File: config.mk
export PLATFORM = sky130hd
export DESIGN_NAME = cpu
export DESIGN_NICKNAME = d
export VERILOG_FILES = /design/src/design/cpu_pkg.sv /design/src/design/wb_pkg.sv /design/src/design/alu.sv /design/src/design/cpu.sv /design/src/design/idec.sv /design/src/design/pc.sv /design/src/design/reg_bank.sv /design/src/design/sequencer.sv
export SDC_FILE = /design/constraint.sdc
export NUM_CORES = 1
export LEC_CHECK = 0
export BUFFER_PORTS_ARGS = -buffer_cell sky130_fd_sc_hd__buf_2
export CAP_MARGIN = 20
export CORE_ASPECT_RATIO = 0.9
export CORE_UTILIZATION = 55
export DETAILED_ROUTE_END_ITERATION = 6
export HOLD_SLACK_MARGIN = 0.12
export PLACE_DENSITY = 0.8
export SLEW_MARGIN = 5
export SYNTH_ARGS = -nofsm -noshare
export SYNTH_HDL_FRONTEND = slang
export SYNTH_SLANG_ARGS = --single-unit
File: constraint.sdc
create_clock -name clk_i -period 18.45 [get_ports clk_i]
set_input_delay 4.6125 -clock clk_i [delete_from_list [all_inputs] [get_ports clk_i]]
set_output_delay 4.6125 -clock clk_i [all_outputs]
set_load 0.02 [all_outputs]
File: src/design/cpu_pkg.sv
`default_nettype none

package cpu_pkg;

	// Operations of the supported subset, anything else runs as op_nop
	typedef enum logic [4:0] {
		op_nop, op_lda, op_ldx, op_ldy, op_sta, op_stx, op_sty,
		op_adc, op_sbc, op_and, op_ora, op_eor,
		op_inx, op_iny, op_dex, op_dey, op_tax, op_txa,
		op_clc, op_sec, op_jmp, op_beq, op_bne, op_brk
	} opcode_t;

	typedef enum logic [1:0] {am_imp, am_imm, am_abs, am_rel} addr_mode_t;

	typedef enum logic [2:0] {
		alu_pass, alu_add, alu_sub, alu_and, alu_or, alu_xor, alu_inc, alu_dec
	} alu_func_t;

	typedef enum logic [1:0] {reg_a, reg_x, reg_y, reg_none} reg_sel_t;

	typedef struct packed {
		logic n;
		logic v;
		logic z;
		logic c;
	} flags_t;

	typedef struct packed {
		logic [7:0] value;
		flags_t flags;
	} alu_result_t;

	typedef struct packed {
		opcode_t op;
		addr_mode_t mode;
		alu_func_t func;
		reg_sel_t dest;
		reg_sel_t src;
		logic store;
		logic mem_rd;
		logic flag_upd;
	} decode_t;

	// Sequencer strobes to register bank and program counter
	typedef struct packed {
		logic reg_we;
		logic flags_we;
		logic set_c;
		logic clr_c;
		logic pc_inc;
		logic pc_load;
		logic pc_branch;
	} ctrl_t;

endpackage

`default_nettype wire

File: src/design/wb_pkg.sv
`default_nettype none

package wb_pkg;

	localparam int WB_ADDR_W = 16;
	localparam int WB_DATA_W = 8;

	typedef struct packed {
		logic cyc;
		logic stb;
		logic we;
		logic [WB_ADDR_W-1:0] adr;
		logic [WB_DATA_W-1:0] dat;
	} wb_req_t;

	typedef struct packed {
		logic ack;
		logic [WB_DATA_W-1:0] dat;
	} wb_rsp_t;

endpackage

`default_nettype wire

File: src/design/alu.sv
`timescale 1ns/1ps
`default_nettype none

module alu (
	input wire logic [7:0] a_i,
	input wire logic [7:0] b_i,
	input wire cpu_pkg::alu_func_t func_i,
	input wire logic carry_i,
	output cpu_pkg::alu_result_t res_o
);

	logic [7:0] b_eff;
	logic [8:0] sum;

	// Subtract adds the complement, C set means no borrow
	always_comb begin
		b_eff = (func_i == cpu_pkg::alu_sub) ? ~b_i : b_i;
		sum = {1'b0, a_i} + {1'b0, b_eff} + {8'h00, carry_i};
	end

	always_comb begin
		res_o.flags.c = carry_i;
		res_o.flags.v = 1'b0;
		case (func_i)
			cpu_pkg::alu_add, cpu_pkg::alu_sub: begin
				res_o.value = sum[7:0];
				res_o.flags.c = sum[8];
				// Overflow when both inputs share a sign the result lacks
				res_o.flags.v = (a_i[7] == b_eff[7]) && (sum[7] != a_i[7]);
			end
			cpu_pkg::alu_and:
				res_o.value = a_i & b_i;
			cpu_pkg::alu_or:
				res_o.value = a_i | b_i;
			cpu_pkg::alu_xor:
				res_o.value = a_i ^ b_i;
			cpu_pkg::alu_inc:
				res_o.value = a_i + 8'd1;
			cpu_pkg::alu_dec:
				res_o.value = a_i - 8'd1;
			// Pass forwards operand b
			default:
				res_o.value = b_i;
		endcase
		res_o.flags.n = res_o.value[7];
		res_o.flags.z = (res_o.value == 8'h00);
	end

endmodule

`default_nettype wire

File: src/design/cpu.sv
`timescale 1ns/1ps
`default_nettype none

module cpu #(
	parameter logic [15:0] RESET_VECTOR = 16'h0000
) (
	input wire logic clk_i,
	input wire logic rst_i,
	input wire wb_pkg::wb_rsp_t wb_rsp_i,
	output wb_pkg::wb_req_t wb_req_o,
	output logic halted_o
);

	cpu_pkg::decode_t dec;
	cpu_pkg::alu_result_t res;
	cpu_pkg::ctrl_t ctrl;
	cpu_pkg::reg_sel_t dest;
	cpu_pkg::alu_func_t alu_func;
	cpu_pkg::flags_t flags;
	logic [7:0] opcode;
	logic [7:0] a;
	logic [7:0] x;
	logic [7:0] y;
	logic [7:0] alu_a;
	logic [7:0] alu_b;
	logic [7:0] offset;
	logic [15:0] pc_val;
	logic [15:0] target;

	sequencer seq0 (
		.clk_i(clk_i),
		.rst_i(rst_i),
		.dec_i(dec),
		.a_i(a),
		.x_i(x),
		.y_i(y),
		.flags_i(flags),
		.res_i(res),
		.pc_i(pc_val),
		.wb_rsp_i(wb_rsp_i),
		.wb_req_o(wb_req_o),
		.opcode_o(opcode),
		.alu_a_o(alu_a),
		.alu_b_o(alu_b),
		.alu_func_o(alu_func),
		.ctrl_o(ctrl),
		.dest_o(dest),
		.target_o(target),
		.offset_o(offset),
		.halted_o(halted_o)
	);

	idec idec0 (
		.opcode_i(opcode),
		.dec_o(dec)
	);

	// Carry in is the live C flag for every function
	alu alu0 (
		.a_i(alu_a),
		.b_i(alu_b),
		.func_i(alu_func),
		.carry_i(flags.c),
		.res_o(res)
	);

	reg_bank regs0 (
		.clk_i(clk_i),
		.rst_i(rst_i),
		.ctrl_i(ctrl),
		.dest_i(dest),
		.res_i(res),
		.a_o(a),
		.x_o(x),
		.y_o(y),
		.flags_o(flags)
	);

	pc #(
		.RESET_VECTOR(RESET_VECTOR)
	) pc0 (
		.clk_i(clk_i),
		.rst_i(rst_i),
		.ctrl_i(ctrl),
		.target_i(target),
		.offset_i(offset),
		.pc_o(pc_val)
	);

endmodule

`default_nettype wire

File: src/design/idec.sv
`timescale 1ns/1ps
`default_nettype none

module idec (
	input wire logic [7:0] opcode_i,
	output cpu_pkg::decode_t dec_o
);

	always_comb begin
		dec_o = '0;
		dec_o.op = cpu_pkg::op_nop;
		dec_o.mode = cpu_pkg::am_imp;
		dec_o.func = cpu_pkg::alu_pass;
		dec_o.dest = cpu_pkg::reg_none;
		dec_o.src = cpu_pkg::reg_none;

		case (opcode_i)
			8'hA9, 8'hAD: dec_o.op = cpu_pkg::op_lda;
			8'hA2, 8'hAE: dec_o.op = cpu_pkg::op_ldx;
			8'hA0, 8'hAC: dec_o.op = cpu_pkg::op_ldy;
			8'h8D: dec_o.op = cpu_pkg::op_sta;
			8'h8E: dec_o.op = cpu_pkg::op_stx;
			8'h8C: dec_o.op = cpu_pkg::op_sty;
			8'h69, 8'h6D: dec_o.op = cpu_pkg::op_adc;
			8'hE9, 8'hED: dec_o.op = cpu_pkg::op_sbc;
			8'h29, 8'h2D: dec_o.op = cpu_pkg::op_and;
			8'h09, 8'h0D: dec_o.op = cpu_pkg::op_ora;
			8'h49, 8'h4D: dec_o.op = cpu_pkg::op_eor;
			8'hE8: dec_o.op = cpu_pkg::op_inx;
			8'hC8: dec_o.op = cpu_pkg::op_iny;
			8'hCA: dec_o.op = cpu_pkg::op_dex;
			8'h88: dec_o.op = cpu_pkg::op_dey;
			8'hAA: dec_o.op = cpu_pkg::op_tax;
			8'h8A: dec_o.op = cpu_pkg::op_txa;
			8'h18: dec_o.op = cpu_pkg::op_clc;
			8'h38: dec_o.op = cpu_pkg::op_sec;
			8'h4C: dec_o.op = cpu_pkg::op_jmp;
			8'hF0: dec_o.op = cpu_pkg::op_beq;
			8'hD0: dec_o.op = cpu_pkg::op_bne;
			8'h00: dec_o.op = cpu_pkg::op_brk;
			default: ;
		endcase

		case (opcode_i)
			8'hA9, 8'hA2, 8'hA0, 8'h69, 8'hE9, 8'h29, 8'h09, 8'h49:
				dec_o.mode = cpu_pkg::am_imm;
			8'hAD, 8'hAE, 8'hAC, 8'h8D, 8'h8E, 8'h8C,
			8'h6D, 8'hED, 8'h2D, 8'h0D, 8'h4D, 8'h4C:
				dec_o.mode = cpu_pkg::am_abs;
			8'hF0, 8'hD0:
				dec_o.mode = cpu_pkg::am_rel;
			default: ;
		endcase

		case (dec_o.op)
			cpu_pkg::op_adc: dec_o.func = cpu_pkg::alu_add;
			cpu_pkg::op_sbc: dec_o.func = cpu_pkg::alu_sub;
			cpu_pkg::op_and: dec_o.func = cpu_pkg::alu_and;
			cpu_pkg::op_ora: dec_o.func = cpu_pkg::alu_or;
			cpu_pkg::op_eor: dec_o.func = cpu_pkg::alu_xor;
			cpu_pkg::op_inx, cpu_pkg::op_iny: dec_o.func = cpu_pkg::alu_inc;
			cpu_pkg::op_dex, cpu_pkg::op_dey: dec_o.func = cpu_pkg::alu_dec;
			default: ;
		endcase

		case (dec_o.op)
			cpu_pkg::op_lda, cpu_pkg::op_adc, cpu_pkg::op_sbc, cpu_pkg::op_and,
			cpu_pkg::op_ora, cpu_pkg::op_eor, cpu_pkg::op_txa:
				dec_o.dest = cpu_pkg::reg_a;
			cpu_pkg::op_ldx, cpu_pkg::op_inx, cpu_pkg::op_dex, cpu_pkg::op_tax:
				dec_o.dest = cpu_pkg::reg_x;
			cpu_pkg::op_ldy, cpu_pkg::op_iny, cpu_pkg::op_dey:
				dec_o.dest = cpu_pkg::reg_y;
			default: ;
		endcase

		// Source feeds ALU operand a and, for stores, the write data
		case (dec_o.op)
			cpu_pkg::op_sta, cpu_pkg::op_adc, cpu_pkg::op_sbc, cpu_pkg::op_and,
			cpu_pkg::op_ora, cpu_pkg::op_eor, cpu_pkg::op_tax:
				dec_o.src = cpu_pkg::reg_a;
			cpu_pkg::op_stx, cpu_pkg::op_inx, cpu_pkg::op_dex, cpu_pkg::op_txa:
				dec_o.src = cpu_pkg::reg_x;
			cpu_pkg::op_sty, cpu_pkg::op_iny, cpu_pkg::op_dey:
				dec_o.src = cpu_pkg::reg_y;
			default: ;
		endcase

		dec_o.store = dec_o.op inside {cpu_pkg::op_sta, cpu_pkg::op_stx, cpu_pkg::op_sty};
		dec_o.mem_rd = (dec_o.mode == cpu_pkg::am_abs) && !dec_o.store
			&& (dec_o.op != cpu_pkg::op_jmp);
		// Every register write sets N and Z
		dec_o.flag_upd = (dec_o.dest != cpu_pkg::reg_none);
	end

endmodule

`default_nettype wire

File: src/design/pc.sv
`timescale 1ns/1ps
`default_nettype none

module pc #(
	parameter logic [15:0] RESET_VECTOR = 16'h0000
) (
	input wire logic clk_i,
	input wire logic rst_i,
	input wire cpu_pkg::ctrl_t ctrl_i,
	input wire logic [15:0] target_i,
	input wire logic [7:0] offset_i,
	output logic [15:0] pc_o
);

	logic [15:0] offset_ext;

	assign offset_ext = {{8{offset_i[7]}}, offset_i};

	// Load and branch win over increment
	always_ff @(posedge clk_i) begin
		if (rst_i)
			pc_o <= RESET_VECTOR;
		else if (ctrl_i.pc_load)
			pc_o <= target_i;
		else if (ctrl_i.pc_branch)
			pc_o <= pc_o + offset_ext;
		else if (ctrl_i.pc_inc)
			pc_o <= pc_o + 16'd1;
	end

endmodule

`default_nettype wire

File: src/design/reg_bank.sv
`timescale 1ns/1ps
`default_nettype none

module reg_bank (
	input wire logic clk_i,
	input wire logic rst_i,
	input wire cpu_pkg::ctrl_t ctrl_i,
	input wire cpu_pkg::reg_sel_t dest_i,
	input wire cpu_pkg::alu_result_t res_i,
	output logic [7:0] a_o,
	output logic [7:0] x_o,
	output logic [7:0] y_o,
	output cpu_pkg::flags_t flags_o
);

	always_ff @(posedge clk_i) begin
		if (rst_i) begin
			a_o <= 8'h00;
			x_o <= 8'h00;
			y_o <= 8'h00;
		end else if (ctrl_i.reg_we) begin
			case (dest_i)
				cpu_pkg::reg_a: a_o <= res_i.value;
				cpu_pkg::reg_x: x_o <= res_i.value;
				cpu_pkg::reg_y: y_o <= res_i.value;
				default: ;
			endcase
		end
	end

	// C from logic and increment results is the old carry handed back by the ALU
	always_ff @(posedge clk_i) begin
		if (rst_i) begin
			flags_o <= '0;
		end else begin
			if (ctrl_i.flags_we) begin
				flags_o.n <= res_i.flags.n;
				flags_o.z <= res_i.flags.z;
				flags_o.v <= res_i.flags.v;
				flags_o.c <= res_i.flags.c;
			end
			// CLC and SEC
			if (ctrl_i.set_c)
				flags_o.c <= 1'b1;
			else if (ctrl_i.clr_c)
				flags_o.c <= 1'b0;
		end
	end

endmodule

`default_nettype wire

File: src/design/sequencer.sv
`timescale 1ns/1ps
`default_nettype none

module sequencer (
	input wire logic clk_i,
	input wire logic rst_i,
	input wire cpu_pkg::decode_t dec_i,
	input wire logic [7:0] a_i,
	input wire logic [7:0] x_i,
	input wire logic [7:0] y_i,
	input wire cpu_pkg::flags_t flags_i,
	input wire cpu_pkg::alu_result_t res_i,
	input wire logic [15:0] pc_i,
	input wire wb_pkg::wb_rsp_t wb_rsp_i,
	output wb_pkg::wb_req_t wb_req_o,
	output logic [7:0] opcode_o,
	output logic [7:0] alu_a_o,
	output logic [7:0] alu_b_o,
	output cpu_pkg::alu_func_t alu_func_o,
	output cpu_pkg::ctrl_t ctrl_o,
	output cpu_pkg::reg_sel_t dest_o,
	output logic [15:0] target_o,
	output logic [7:0] offset_o,
	output logic halted_o
);

	typedef enum logic [2:0] {
		FETCH_OP, FETCH_LO, FETCH_HI, MEM_READ, MEM_WRITE, EXECUTE, HALT
	} state_t;

	state_t state;
	state_t state_d;
	logic done;
	logic fetch;
	logic req_active;
	logic ack;
	logic [7:0] opcode_q;
	logic [7:0] lo_q;
	logic [7:0] hi_q;
	logic [7:0] src_val;

	assign fetch = (state == FETCH_OP) || (state == FETCH_LO) || (state == FETCH_HI);
	// Bus stays idle while reset is held
	assign req_active = !rst_i && !done
		&& (fetch || state == MEM_READ || state == MEM_WRITE);
	assign ack = req_active && wb_rsp_i.ack;
	assign halted_o = (state == HALT);

	// done marks the idle cycle after each ack
	always_ff @(posedge clk_i) begin
		if (rst_i) begin
			state <= FETCH_OP;
			done <= 1'b0;
		end else begin
			state <= state_d;
			done <= ack;
		end
	end

	always_ff @(posedge clk_i) begin
		if (ack) begin
			case (state)
				FETCH_OP: opcode_q <= wb_rsp_i.dat;
				FETCH_HI: hi_q <= wb_rsp_i.dat;
				// Read data replaces the low operand byte
				FETCH_LO, MEM_READ: lo_q <= wb_rsp_i.dat;
				default: ;
			endcase
		end
	end

	always_comb begin
		state_d = state;
		case (state)
			FETCH_OP: begin
				if (done) begin
					if (dec_i.op == cpu_pkg::op_brk)
						state_d = HALT;
					else if (dec_i.mode == cpu_pkg::am_imp)
						state_d = EXECUTE;
					else
						state_d = FETCH_LO;
				end
			end
			FETCH_LO: begin
				if (done) begin
					if (dec_i.mode == cpu_pkg::am_abs)
						state_d = FETCH_HI;
					else
						state_d = EXECUTE;
				end
			end
			FETCH_HI: begin
				if (done) begin
					if (dec_i.store)
						state_d = MEM_WRITE;
					else if (dec_i.mem_rd)
						state_d = MEM_READ;
					else
						state_d = EXECUTE;
				end
			end
			MEM_READ: if (done) state_d = EXECUTE;
			MEM_WRITE: if (done) state_d = FETCH_OP;
			EXECUTE: state_d = FETCH_OP;
			default: ;
		endcase
	end

	always_comb begin
		case (dec_i.src)
			cpu_pkg::reg_a: src_val = a_i;
			cpu_pkg::reg_x: src_val = x_i;
			cpu_pkg::reg_y: src_val = y_i;
			default: src_val = 8'h00;
		endcase
	end

	// Memory operands come through the low latch
	assign alu_a_o = src_val;
	assign alu_b_o = (dec_i.mode == cpu_pkg::am_imm || dec_i.mem_rd) ? lo_q : src_val;
	assign alu_func_o = dec_i.func;
	assign dest_o = dec_i.dest;
	assign opcode_o = opcode_q;
	assign target_o = {hi_q, lo_q};
	assign offset_o = lo_q;

	always_comb begin
		wb_req_o = '0;
		wb_req_o.cyc = req_active;
		wb_req_o.stb = req_active;
		wb_req_o.we = req_active && (state == MEM_WRITE);
		wb_req_o.adr = fetch ? pc_i : {hi_q, lo_q};
		// Stores pass the source register through the ALU
		if (state == MEM_WRITE)
			wb_req_o.dat = res_i.value;
	end

	always_comb begin
		ctrl_o = '0;
		ctrl_o.pc_inc = ack && fetch;
		if (state == EXECUTE) begin
			ctrl_o.reg_we = (dec_i.dest != cpu_pkg::reg_none);
			ctrl_o.flags_we = dec_i.flag_upd;
			ctrl_o.set_c = (dec_i.op == cpu_pkg::op_sec);
			ctrl_o.clr_c = (dec_i.op == cpu_pkg::op_clc);
			ctrl_o.pc_load = (dec_i.op == cpu_pkg::op_jmp);
			ctrl_o.pc_branch = (dec_i.op == cpu_pkg::op_beq && flags_i.z)
				|| (dec_i.op == cpu_pkg::op_bne && !flags_i.z);
		end
	end

endmodule

`default_nettype wire

## After elaboration in Yosys (flattened, before gate mapping)

Index checks and enable logic that the tools add are counted.

| cells by class | value |
|---|---|
| add/sub/neg operators | 6 |
| equal/unequal tests | 79 |
| muxes and demuxes | 31 |
| bitwise logic cells | 4 |
| reductions and logical operators | 59 |

Operators with widths:

| kind | number |
|---|---|
| equality test 8 bit (second input constant) | 19 |
| case mux 5 bit (23 select lines) | 1 |
| 2-to-1 mux 16 bit | 4 |
| case mux 8 bit (6 select lines) | 1 |
| equality test 5 x 4 -> 1 bit (second input constant) | 8 |
| equality test 5 bit (second input constant) | 8 |
| equality test 8 x 7 -> 1 bit (second input constant) | 5 |
| 2-to-1 mux 3 bit | 10 |
| OR reduction 2 bit | 13 |
| equality test 8 x 6 -> 1 bit (second input constant) | 3 |
| 2-to-1 mux 8 bit | 3 |
| case mux 8 bit (3 select lines) | 1 |
| equality test 3 bit (second input constant) | 7 |
| case mux 3 bit (7 select lines) | 1 |
| equality test 5 x 3 -> 1 bit (second input constant) | 4 |
| case mux 2 bit (3 select lines) | 3 |
| case mux 3 bit (6 select lines) | 1 |
| adder 16 x 1 -> 16 bit (second input constant) | 1 |
| adder 16 bit | 1 |
| equality test 8 x 4 -> 1 bit (second input constant) | 2 |
| zero test 8 bit | 2 |
| AND reduction 2 bit | 7 |
| OR reduction 7 bit | 2 |
| equality test 3 x 2 -> 1 bit (second input constant) | 4 |
| other kinds (32) | 68 |

| storage, ports and cells | value |
|---|---|
| flip-flop bits (word level) | 70 |

## Longest topological paths before layout

Gate-level depths: netlist (run 1).

| logic depth | value |
|---|---|
| depth after elaboration | 18 |
| mapped depth | 26 |

## Modules after synthesis

Synthesis (run 1) repeated with hierarchy kept, for this count alone.

| second synthesis, totals | value |
|---|---|
| cell total of the unflattened synthesis | 783 |
| area total of the unflattened synthesis | 6603.8 µm² |

By module, submodules not included:

| module | times used | cells each | area each (µm²) | sequential area each (µm²) |
|---|---|---|---|---|
| sequencer | 1 | 162 | 1801.7 | 800.8 |
| pc | 1 | 191 | 1463.9 | 320.3 |
| alu | 1 | 203 | 1403.8 | 0.0 |
| reg_bank | 1 | 106 | 1144.8 | 560.5 |
| idec | 1 | 121 | 789.5 | 0.0 |

## Worst setup path after synthesis (run 1)

Ideal clock, no wire load.

| path | value |
|---|---|
| path type | input to output |
| from | in rst_i |
| to | out wb_req_o[24] (netlist name) |
| data arrival time | 5.487 ns |
| setup slack | 8.350 ns |
| stages | 3 |
| cell sequence | clkbuf_1 > clkbuf_1 > nor3_1 |

RTL lines:

| item | RTL line | text |
|---|---|---|
| start: declaration | cpu.sv:8 | `input wire logic rst_i,` |
| end: declaration | cpu.sv:10 | `output wb_pkg::wb_req_t wb_req_o,` |

==> results of run 1 <==
layer usage:
layer | routed length [um] | part of all wire, % | up-vias | global-route usage, %
met5 | 0 | 0 | - | 0
met4 | 328 | 2.0 | 0 | 8.10
met3 | 1480 | 8.9 | 31 | 6.94
met2 | 7580 | 46 | 266 | 47.8
met1 | 7230 | 43 | 2674 | 41.0
li1 | - | - | 2673 | -
worst max-delay path, delay by kind of cell (launching register included):
kind                     cells  cell delay [ns]
buffers and inverters        3             0.41
flip-flops                   1             0.82
AO/OA/AOI/OAI                8             1.82
XOR/XNOR                     2             0.23
adder cells (fa/ha/maj)      2             0.89
AND/OR/NAND/NOR              7             1.83
where the power goes:
group / switching [uW] / internal, uW / total, uW
combinational: 40.3 / 26.3 / 66.6
clock: 64.4 / 89.0 / 153
sequential: 10.3 / 165 / 175
total: 115 / 280 / 395
registers in the layout, indices dropped and copies added, names as in the netlist, 2 cells and up:
name           flops
pc0.pc_o          16
regs0.x_o          8
seq0.state         3
regs0.flags_o      2
regs0.y_o          8
seq0.hi_q          8
seq0.offset_o      8
regs0.a_o          8
seq0.opcode_o      8
final timing paths:
kind / from / endpoint / slack, ns
setup / recovery: seq0.opcode_o[7]$_DFFE_PP_ / wb_req_o[6] / 7.49
hold / removal: pc0.pc_o[2]$_SDFFE_PP0P_ / pc0.pc_o[2]$_SDFFE_PP0P_ / 0.47
setup reg to reg: seq0.opcode_o[7]$_DFFE_PP_ / regs0.flags_o[1]$_SDFFE_PP0P_ / 11.89
hold reg to reg: pc0.pc_o[2]$_SDFFE_PP0P_ / pc0.pc_o[2]$_SDFFE_PP0P_ / 0.47
through the flow:
| stage | utilization, % | cells | area [sq um] | total power (uW) | setup slack, ns |
|---|---|---|---|---|---|
| after global routing | 62.0 | 868 | 6460 | 411 | 6.91 |
| after CTS | 61.8 | 865 | 6440 | 392 | 7.55 |
| after detailed placement | 59.3 | 849 | 6180 | 242 | 7.85 |
| after floorplan | - | 722 | 6010 | 225 | 8.35 |
| after global placement | 59.3 | 849 | 6180 | 239 | 7.90 |
| final | 62.0 | 868 | 6460 | 395 | 7.49 |
kinds of logic after synthesis:
group | count (synthesis) | share of synthesized area [%]
muxes | 43 | 7.70
AOI/OAI and AO/OA | 189 | 22.0
adders and majority gates | 48 | 10.5
DFF | 70 | 27.3
and+or+nand+nor | 263 | 22.0
buffers and inverters | 76 | 5.70
xor gates and xnor gates | 33 | 4.81
placed cells by master (no fill, tap or decap), drive strengths merged, types with 11 or more instances in the layout:
cell type	n
o21ai	44
nand3	12
ha	44
mux2	17
nand2	53
nor2b	16
xor2	16
dfxtp	46
nor2	78
xnor2	17
a211oi	21
nor3	24
a21o	11
inv	32
buf	45
edfxtp	24
mux2i	26
a21oi	40
final cells by class:
cell class	instances	area, sq um	area share, %
Sequential cell	70	1640	25.4
Clock buffer	10	229	3.54
Multi-Input combinational cell	576	4040	62.5
Clock inverter	6	28.8	0.445
Timing Repair Buffer	45	245	3.79
Inverter	32	120	1.86
Tap cell	129	161	2.50
==> results.sh, run 1 <==
export IMPL_status="finished, violations left"
export IMPL_failed_checks="DRC"
export IMPL_hp_class="reg2reg"
export IMPL_grt_max_degree=45
export IMPL_postCtsSetupBuffers=0
export IMPL_period_needed_ns=10.96
export IMPL_fmax_mhz=91.2
export IMPL_clkTransAtPathRegs_ns=0.05
export IMPL_ys_async_sr_fraction_pct=0
export IMPL_drtAntennaViolNets=0
export IMPL_cts_buffer_depth=2
export IMPL_finalMaxSlewViolations=0
export IMPL_slew_headroom_pct=33.0
export IMPL_period_share_pct=59.4
export IMPL_synthTopCellsByArea="dfxtp_1 15%, edfxtp_1 12%, ha_1 9.2%"
export IMPL_drtIter0Drc=512
export IMPL_num_vias=5644
export IMPL_synth_most_common_cell="nor2_1"
export IMPL_synth_fp_nets=781
export IMPL_cts_buffers=9
export IMPL_num_antenna_cells=0
export IMPL_syn_area_sq_mm=0.00601
export IMPL_holdWs_ns=0.468
export IMPL_grt_pass1_wl_um=26700
export IMPL_critPathMaxStageDelay_ns=0.82
export IMPL_cp_common_cell="a21oi_1"
export IMPL_die_x_um=112
export IMPL_finalSetupViolCount=0
export IMPL_cp_end_kind="primary output"
export IMPL_worst_pin_slew_ns=1.00
export IMPL_synth_cells=722
export IMPL_leakage_uw=0.00276
export IMPL_drive_above_1_share_pct=13.1
export IMPL_synth_flop_cell="dfxtp_1"
export IMPL_clk_latency_ns=0.34
export IMPL_start_util_pct=57.7
export IMPL_cts_sinks=70
export IMPL_synth_edf_count=24
export IMPL_post_route_drc_count=2
export IMPL_rsz0062_at_grt="no"
export IMPL_crit_arrival_ns=6.35
export IMPL_cts_resized=0
export IMPL_port_buffers=38
export IMPL_io_pin_count=39
export IMPL_wl_um=16600
export IMPL_antenna_found_initial=0
export IMPL_nNetsFinal=793
export IMPL_power_density_mw_per_mm2=61.1
export IMPL_synth_seq_area_share_pct=27.3
export IMPL_synthTopCellsByCount="78 x nor2_1, 53 x nand2_1, 46 x dfxtp_1"
export IMPL_maxCapViolCount=0
export IMPL_hpwl_um=11900
export IMPL_rows=35
export IMPL_area_growth_pct=7.49
export IMPL_vias_per_cell=6.50
export IMPL_crit_slowest_cell="edfxtp_1"
export IMPL_synthDistinctLibCells=79
export IMPL_fp_dieH_um=101
export IMPL_dieArea_sq_mm=0.0114
export IMPL_synth_area_per_cell_sq_um=8.33
export IMPL_yosysTopAreaCellShare_pct=15.3
export IMPL_ctsHoldBuffers=0
export IMPL_htreeDepth=3
export IMPL_dr_pass1_iters=7
export IMPL_gp_congestion=0.918
export IMPL_cp_required_ns=13.84
export IMPL_yosys_register_bits=70
export IMPL_cts_tree="yes"
export IMPL_whs_path_depth=2
export IMPL_setup_worst_path_start_class="flop"
export IMPL_hold_viol_final=0
export IMPL_reg2reg_depth=23
export IMPL_yosysTopAreaCell="dfxtp_1"
export IMPL_first_global_vias=5212
export IMPL_core_sq_mm=0.0104
export IMPL_track_usage_pct=30.0
export IMPL_yosysWarnings=0
export IMPL_critPathMaxFanout=26
export IMPL_wl_per_cell_um=19.1
export IMPL_finClkSkew_ns=0.00804
export IMPL_crit_chain="nor2b_1, nand4_1, o22a_1, nor3_1, o21ai_0, o21ai_2, inv_2, a21oi_1, inv_1, xnor2_1, fa_1, fa_1, nand2b_1, a21oi_1, o21ai_0, nand2b_1, xnor2_1, o22ai_1, nor3_1, a21oi_1, nor2b_1, buf_2"
export IMPL_n_fill_cell=878
export IMPL_peakVddDrop_v=0.0000828
export IMPL_cts_root_buffer="clkbuf_16"
export IMPL_tns_ns=0
export IMPL_gr_total_overflow=0
export IMPL_critical_path_class="reg2out"
No activity file was read; power rests on OpenSTA's default activity.
==> run 2, diff against run 1 <==
==> constraint.sdc (replaced) <==
create_clock -name clk_i -period 11.4 [get_ports clk_i]
set_input_delay 2.85 -clock clk_i [delete_from_list [all_inputs] [get_ports clk_i]]
set_output_delay 2.85 -clock clk_i [all_outputs]
set_load 0.02 [all_outputs]
==> results.sh, run 2 (synthesis gave the netlist of run 1 again) <==
export IMPL_htreeDepth=3
export IMPL_die_x_um=112
export IMPL_cp_required_ns=8.55
export IMPL_reg2reg_depth=23
export IMPL_hpwl_um=12300
export IMPL_maxCapViolCount=0
export IMPL_period_needed_ns=9.14
export IMPL_slew_headroom_pct=35.8
export IMPL_r2r_start="seq0.opcode_o[7]$_DFFE_PP_"
export IMPL_clkTransAtPathRegs_ns=0.06
export IMPL_layout_common_cells="78 x nor2_1, 53 x nand2_1, 46 x dfxtp_1, 44 x ha_1, 41 x o21ai_0"
export IMPL_drtAntennaViolNets=0
export IMPL_first_global_vias=5170
export IMPL_cts_buffers=9
export IMPL_vias_per_cell=6.33
export IMPL_post_route_drc_count=2
export IMPL_crit_arrival_ns=6.29
export IMPL_num_antenna_cells=0
export IMPL_postPlaceCellArea_sq_mm=0.00619
export IMPL_critPathMaxFanout=26
export IMPL_postCtsSetupBuffers=0
export IMPL_worst_pin_slew_ns=0.963
export IMPL_period_share_pct=80.2
export IMPL_finalMaxSlewViolations=0
export IMPL_start_util_pct=57.7
export IMPL_dieArea_sq_mm=0.0114
export IMPL_whs_path_depth=2
export IMPL_finClkSkew_ns=0.00918
export IMPL_failed_checks="DRC"
export IMPL_wl_um=16700
export IMPL_tns_ns=0
export IMPL_rsz0062_at_grt="no"
export IMPL_core_sq_mm=0.0104
export IMPL_hold_viol_final=0
export IMPL_peakVddDrop_v=0.000117
export IMPL_status="finished, violations left"
export IMPL_dr_pass1_iters=7
export IMPL_reg2reg_slack_ns=4.96
export IMPL_ctsHoldBuffers=0
export IMPL_cts_tree="yes"
export IMPL_grt_max_degree=45
export IMPL_fp_dieH_um=101
export IMPL_grt_pass1_wl_um=26700
export IMPL_holdPathEnd="pc0.pc_o[2]$_SDFFE_PP0P_"
export IMPL_cp_end_kind="primary output"
export IMPL_cts_root_buffer="clkbuf_16"
export IMPL_design_area_sq_mm=0.00652
export IMPL_area_growth_pct=8.41
export IMPL_wl_per_cell_um=19.2
export IMPL_track_usage_pct=30.0
export IMPL_cts_sinks=70
export IMPL_port_buffers=38
export IMPL_gr_total_overflow=0
export IMPL_top_register="pc0.pc_o"
export IMPL_leakage_uw=0.00279
export IMPL_largest_reg_flops=16
export IMPL_reg2reg_to="regs0.flags_o[1]$_SDFFE_PP0P_"
export IMPL_power_total_uw=679
export IMPL_rows=35
export IMPL_hp_class="reg2reg"
export IMPL_clk_latency_ns=0.34
export IMPL_final_common_cell="nor2_1"
export IMPL_cts_buffer_depth=2
export IMPL_fmax_mhz=109
export IMPL_min_from="pc0.pc_o[2]$_SDFFE_PP0P_"
export IMPL_num_vias=5499
export IMPL_antenna_found_initial=0
export IMPL_gp_congestion=0.917
export IMPL_drive_above_1_share_pct=13.6
export IMPL_finalSetupViolCount=0
export IMPL_setup_worst_path_start_class="flop"
export IMPL_io_pin_count=39
export IMPL_cts_resized=0
export IMPL_critical_path_class="reg2out"
export IMPL_power_density_mw_per_mm2=104
export IMPL_drtIter0Drc=456
export IMPL_nNetsFinal=794
-- run 2: layer usage --
metal | routed length (um) | GRT usage (%) | vias to the layer above
met5 | 0 | 0 | -
met4 | 208 | 6.87 | 0
met3 | 1320 | 6.94 | 19
met2 | 7560 | 47.5 | 207
met1 | 7630 | 41.7 | 2601
li1 | - | - | 2672
-- run 2: how the worst max path moves through the flow --
stage / from / endpoint / cells after the start
finish: seq0.opcode_o[7]$_DFFE_PP_ / wb_req_o[6] / 22
global route: seq0.opcode_o[7]$_DFFE_PP_ / wb_req_o[6] / 22
CTS: seq0.opcode_o[7]$_DFFE_PP_ / wb_req_o[6] / 22
detailed placement: seq0.opcode_o[7]$_DFFE_PP_ / wb_req_o[6] / 22
global placement: seq0.opcode_o[4]$_DFFE_PP_ / wb_req_o[6] / 22
floorplan: seq0.opcode_o[0]$_DFFE_PP_ / wb_req_o[6] / 24
-- run 2: power breakdown --
group          internal [uW]  total, uW  switching, uW
Sequential               266        284           17.2
Combinational           42.8        108           64.7
Clock                    176        288            112
-- run 2: worst max-delay path, cell delays in order, from the launching register on --
cell,delay (ns)
edfxtp_1,0.88
nor2b_1,0.38
nand4_1,0.17
o22a_1,0.31
nor3_1,0.63
o21ai_0,0.23
o21ai_2,0.25
inv_2,0.12
a21oi_1,0.25
inv_1,0.11
xnor2_1,0.15
fa_1,0.46
fa_1,0.41
nand2b_1,0.19
a21oi_1,0.20
o21ai_0,0.11
nand2b_1,0.12
xnor2_1,0.07
o22ai_1,0.14
nor3_1,0.08
a21oi_1,0.33
nor2b_1,0.17
buf_2,0.18
-- run 2: through the flow --
| step | util (%) | cells | hold WS [ns] | setup WS (ns) |
|---|---|---|---|---|
| floorplan | - | 722 | 0.445 | 3.75 |
| global placement | 59.4 | 851 | 0.461 | 3.02 |
| detailed placement | 59.4 | 851 | 0.480 | 2.80 |
| CTS | 62.3 | 867 | 0.492 | 2.38 |
| global route | 62.5 | 869 | 0.498 | 1.74 |
| finish | 62.5 | 869 | 0.497 | 2.26 |
-- run 2: layout make-up --
class	instances	area [sq um]
Multi-Input combinational cell	576	4040
Fill cell	896	3910
Sequential cell	70	1640
Timing Repair Buffer	46	255
Clock buffer	11	243
Tap cell	129	161
Inverter	32	120
Clock inverter	5	60.1
==> run 3, diff against run 2 <==
--- a/config.mk
+++ b/config.mk
@@ -11,7 +11,7 @@
 export CORE_UTILIZATION = 55
 export DETAILED_ROUTE_END_ITERATION = 6
 export HOLD_SLACK_MARGIN = 0.12
-export PLACE_DENSITY = 0.8
+export PLACE_DENSITY = 0.83
 export SLEW_MARGIN = 5
 export SYNTH_ARGS = -nofsm -noshare
 export SYNTH_HDL_FRONTEND = slang
==> constraint.sdc (replaced) <==
create_clock -name clk_i -period 8.1 [get_ports clk_i]
set_input_delay 2.025 -clock clk_i [delete_from_list [all_inputs] [get_ports clk_i]]
set_output_delay 2.025 -clock clk_i [all_outputs]
set_load 0.02 [all_outputs]
==> results.sh, run 3 (synthesis gave the netlist of run 1 again) <==
export IMPL_status="finished, violations left"
export IMPL_failed_checks="DRC"
export IMPL_dr_wl_met2_um=8080
export IMPL_leakage_uw=0.00293
export IMPL_hp_class="reg2reg"
export IMPL_clkTransAtPathRegs_ns=0.06
export IMPL_wl_um=17400
export IMPL_pre_cts_ws_ns=0.479
export IMPL_layout_common_cells="78 x nor2_1, 53 x nand2_1, 46 x dfxtp_1, 44 x ha_1, 41 x o21ai_0"
export IMPL_dr_max_layer_used="met4"
export IMPL_setup_worst_path_start_class="flop"
export IMPL_wl_met1_um=7420
export IMPL_crit_arrival_ns=5.64
export IMPL_num_antenna_cells=0
export IMPL_post_route_drc_count=2
export IMPL_nNetsFinal=825
export IMPL_cts_tree="yes"
export IMPL_cts_root_buffer="clkbuf_16"
export IMPL_area_growth_pct=12.3
export IMPL_critPathMaxStageDelay_ns=0.53
export IMPL_finalMaxSlewViolations=0
export IMPL_rsz0062_at_grt="no"
export IMPL_cp_num_buf_inv=4
export IMPL_slew_headroom_pct=40.3
export IMPL_largest_reg_flops=16
export IMPL_drtAntennaViolNets=0
export IMPL_crit_family="compound AO/OA/AOI/OAI gates"
export IMPL_worst_pin_slew_ns=0.893
export IMPL_crit_chain="buf_4, or4b_1, a2111o_1, nand2_1, o2111a_2, o31ai_1, o21ai_2, inv_2, a21oi_1, inv_1, xnor2_1, fa_1, fa_1, nand2b_1, a21oi_1, o21ai_0, nand2b_1, xnor2_1, o22ai_1, nor3_1, a21oi_2, nor2b_1, buf_2"
export IMPL_start_util_pct=57.7
export IMPL_top_register="pc0.pc_o"
export IMPL_gr_total_overflow=0
export IMPL_cp_end_kind="primary output"
export IMPL_cts_buffer_depth=2
export IMPL_drive_above_1_share_pct=17.6
export IMPL_fmax_mhz=130
export IMPL_vias_per_cell=6.43
export IMPL_clk_latency_ns=0.34
export IMPL_finClkSkew_ns=0.00849
export IMPL_dieArea_sq_mm=0.0114
export IMPL_cts_buffers=9
export IMPL_die_x_um=112
export IMPL_period_needed_ns=7.66
export IMPL_first_global_vias=5222
export IMPL_hpwl_um=12500
export IMPL_fin_ws_ns=0.435
export IMPL_gp_congestion=1.00
export IMPL_io_pin_count=39
export IMPL_port_buffers=38
export IMPL_wl_per_cell_um=19.3
export IMPL_grt_max_degree=45
export IMPL_grt_pass1_wl_um=26600
export IMPL_critical_path_class="reg2out"
export IMPL_antenna_found_initial=0
export IMPL_cts_sinks=70
export IMPL_finalSetupViolCount=0
export IMPL_fp_dieH_um=101
export IMPL_core_sq_mm=0.0104
export IMPL_dr_pass1_iters=7
export IMPL_num_vias=5787
export IMPL_hold_viol_final=0
export IMPL_peakVddDrop_v=0.000128
export IMPL_critPathMaxFanout=10
export IMPL_tns_ns=0
export IMPL_rows=35
export IMPL_maxCapViolCount=0
export IMPL_cp_required_ns=6.08
export IMPL_track_usage_pct=30.2
export IMPL_power_density_mw_per_mm2=140
export IMPL_fin_util_pct=64.8
export IMPL_wl_met3_um=1490
export IMPL_final_common_cell="nor2_1"
export IMPL_drtIter0Drc=522
export IMPL_period_share_pct=94.6
export IMPL_htreeDepth=3
export IMPL_crit_slowest_cell="edfxtp_1"
-- run 3: final timing paths --
kind | start | to | slack, ns | cells past startpoint
max | seq0.opcode_o[2]$_DFFE_PP_ | wb_req_o[6] | 0.44 | 23
min | pc0.pc_o[2]$_SDFFE_PP0P_ | pc0.pc_o[2]$_SDFFE_PP0P_ | 0.49 | 2
max reg2reg | seq0.opcode_o[2]$_DFFE_PP_ | regs0.flags_o[1]$_SDFFE_PP0P_ | 2.07 | 24
min reg2reg | pc0.pc_o[2]$_SDFFE_PP0P_ | pc0.pc_o[2]$_SDFFE_PP0P_ | 0.49 | 2
-- run 3: power breakdown --
group | switching (uW) | leakage, uW | internal (uW)
clock network | 160 | 0.000143 | 227
logic | 103 | 0.00220 | 67.7
registers | 15.7 | 0.000591 | 375
total | 279 | 0.00293 | 669
-- run 3: stage by stage --
step | hold WS [ns] | power, uW | cells | instance area [sq um]
floorplan | 0.445 | 513 | 722 | 6010
global placement | 0.458 | 551 | 862 | 6270
detailed placement | 0.478 | 555 | 862 | 6270
CTS | 0.486 | 939 | 878 | 6570
global route | 0.506 | 981 | 900 | 6750
finish | 0.487 | 948 | 900 | 6750
-- run 3: repair_timing --
action	CTS	global route
endpoints found under the setup margin	0	7
hold buffers	0	0
buffers inserted	0	21
resized for setup	0	4
-- run 3: final cells by class --
type,instances,area (sq um)
timing repair buffer,77,487
multi-input combinational,576,4050
clock inverter,5,38.8
fill,865,3670
tap,129,161
sequential,70,1640
inverter,32,120
clock buffer,11,253
-- run 3: layer usage --
metal,GRT usage [%],vias up
li1,-,2729
met2,49.1,266
met3,7.48,36
met1,39.4,2756
met4,11.1,0
met5,0,-
-- run 3: worst reg2reg max path: stages, from the launching register on --
cell,delay [ns]
edfxtp_1,0.53
buf_4,0.22
or4b_1,0.49
a2111o_1,0.39
nand2_1,0.12
o2111a_2,0.30
o31ai_1,0.12
o21ai_2,0.13
inv_2,0.13
a21oi_1,0.27
inv_1,0.11
xnor2_1,0.16
fa_1,0.45
fa_1,0.42
nand2b_1,0.19
a21oi_1,0.18
o21ai_0,0.10
nand2b_1,0.11
xnor2_1,0.12
o22ai_1,0.09
nor3_1,0.24
a21oi_2,0.10
or3_1,0.40
nor4_1,0.40
a31o_1,0.20
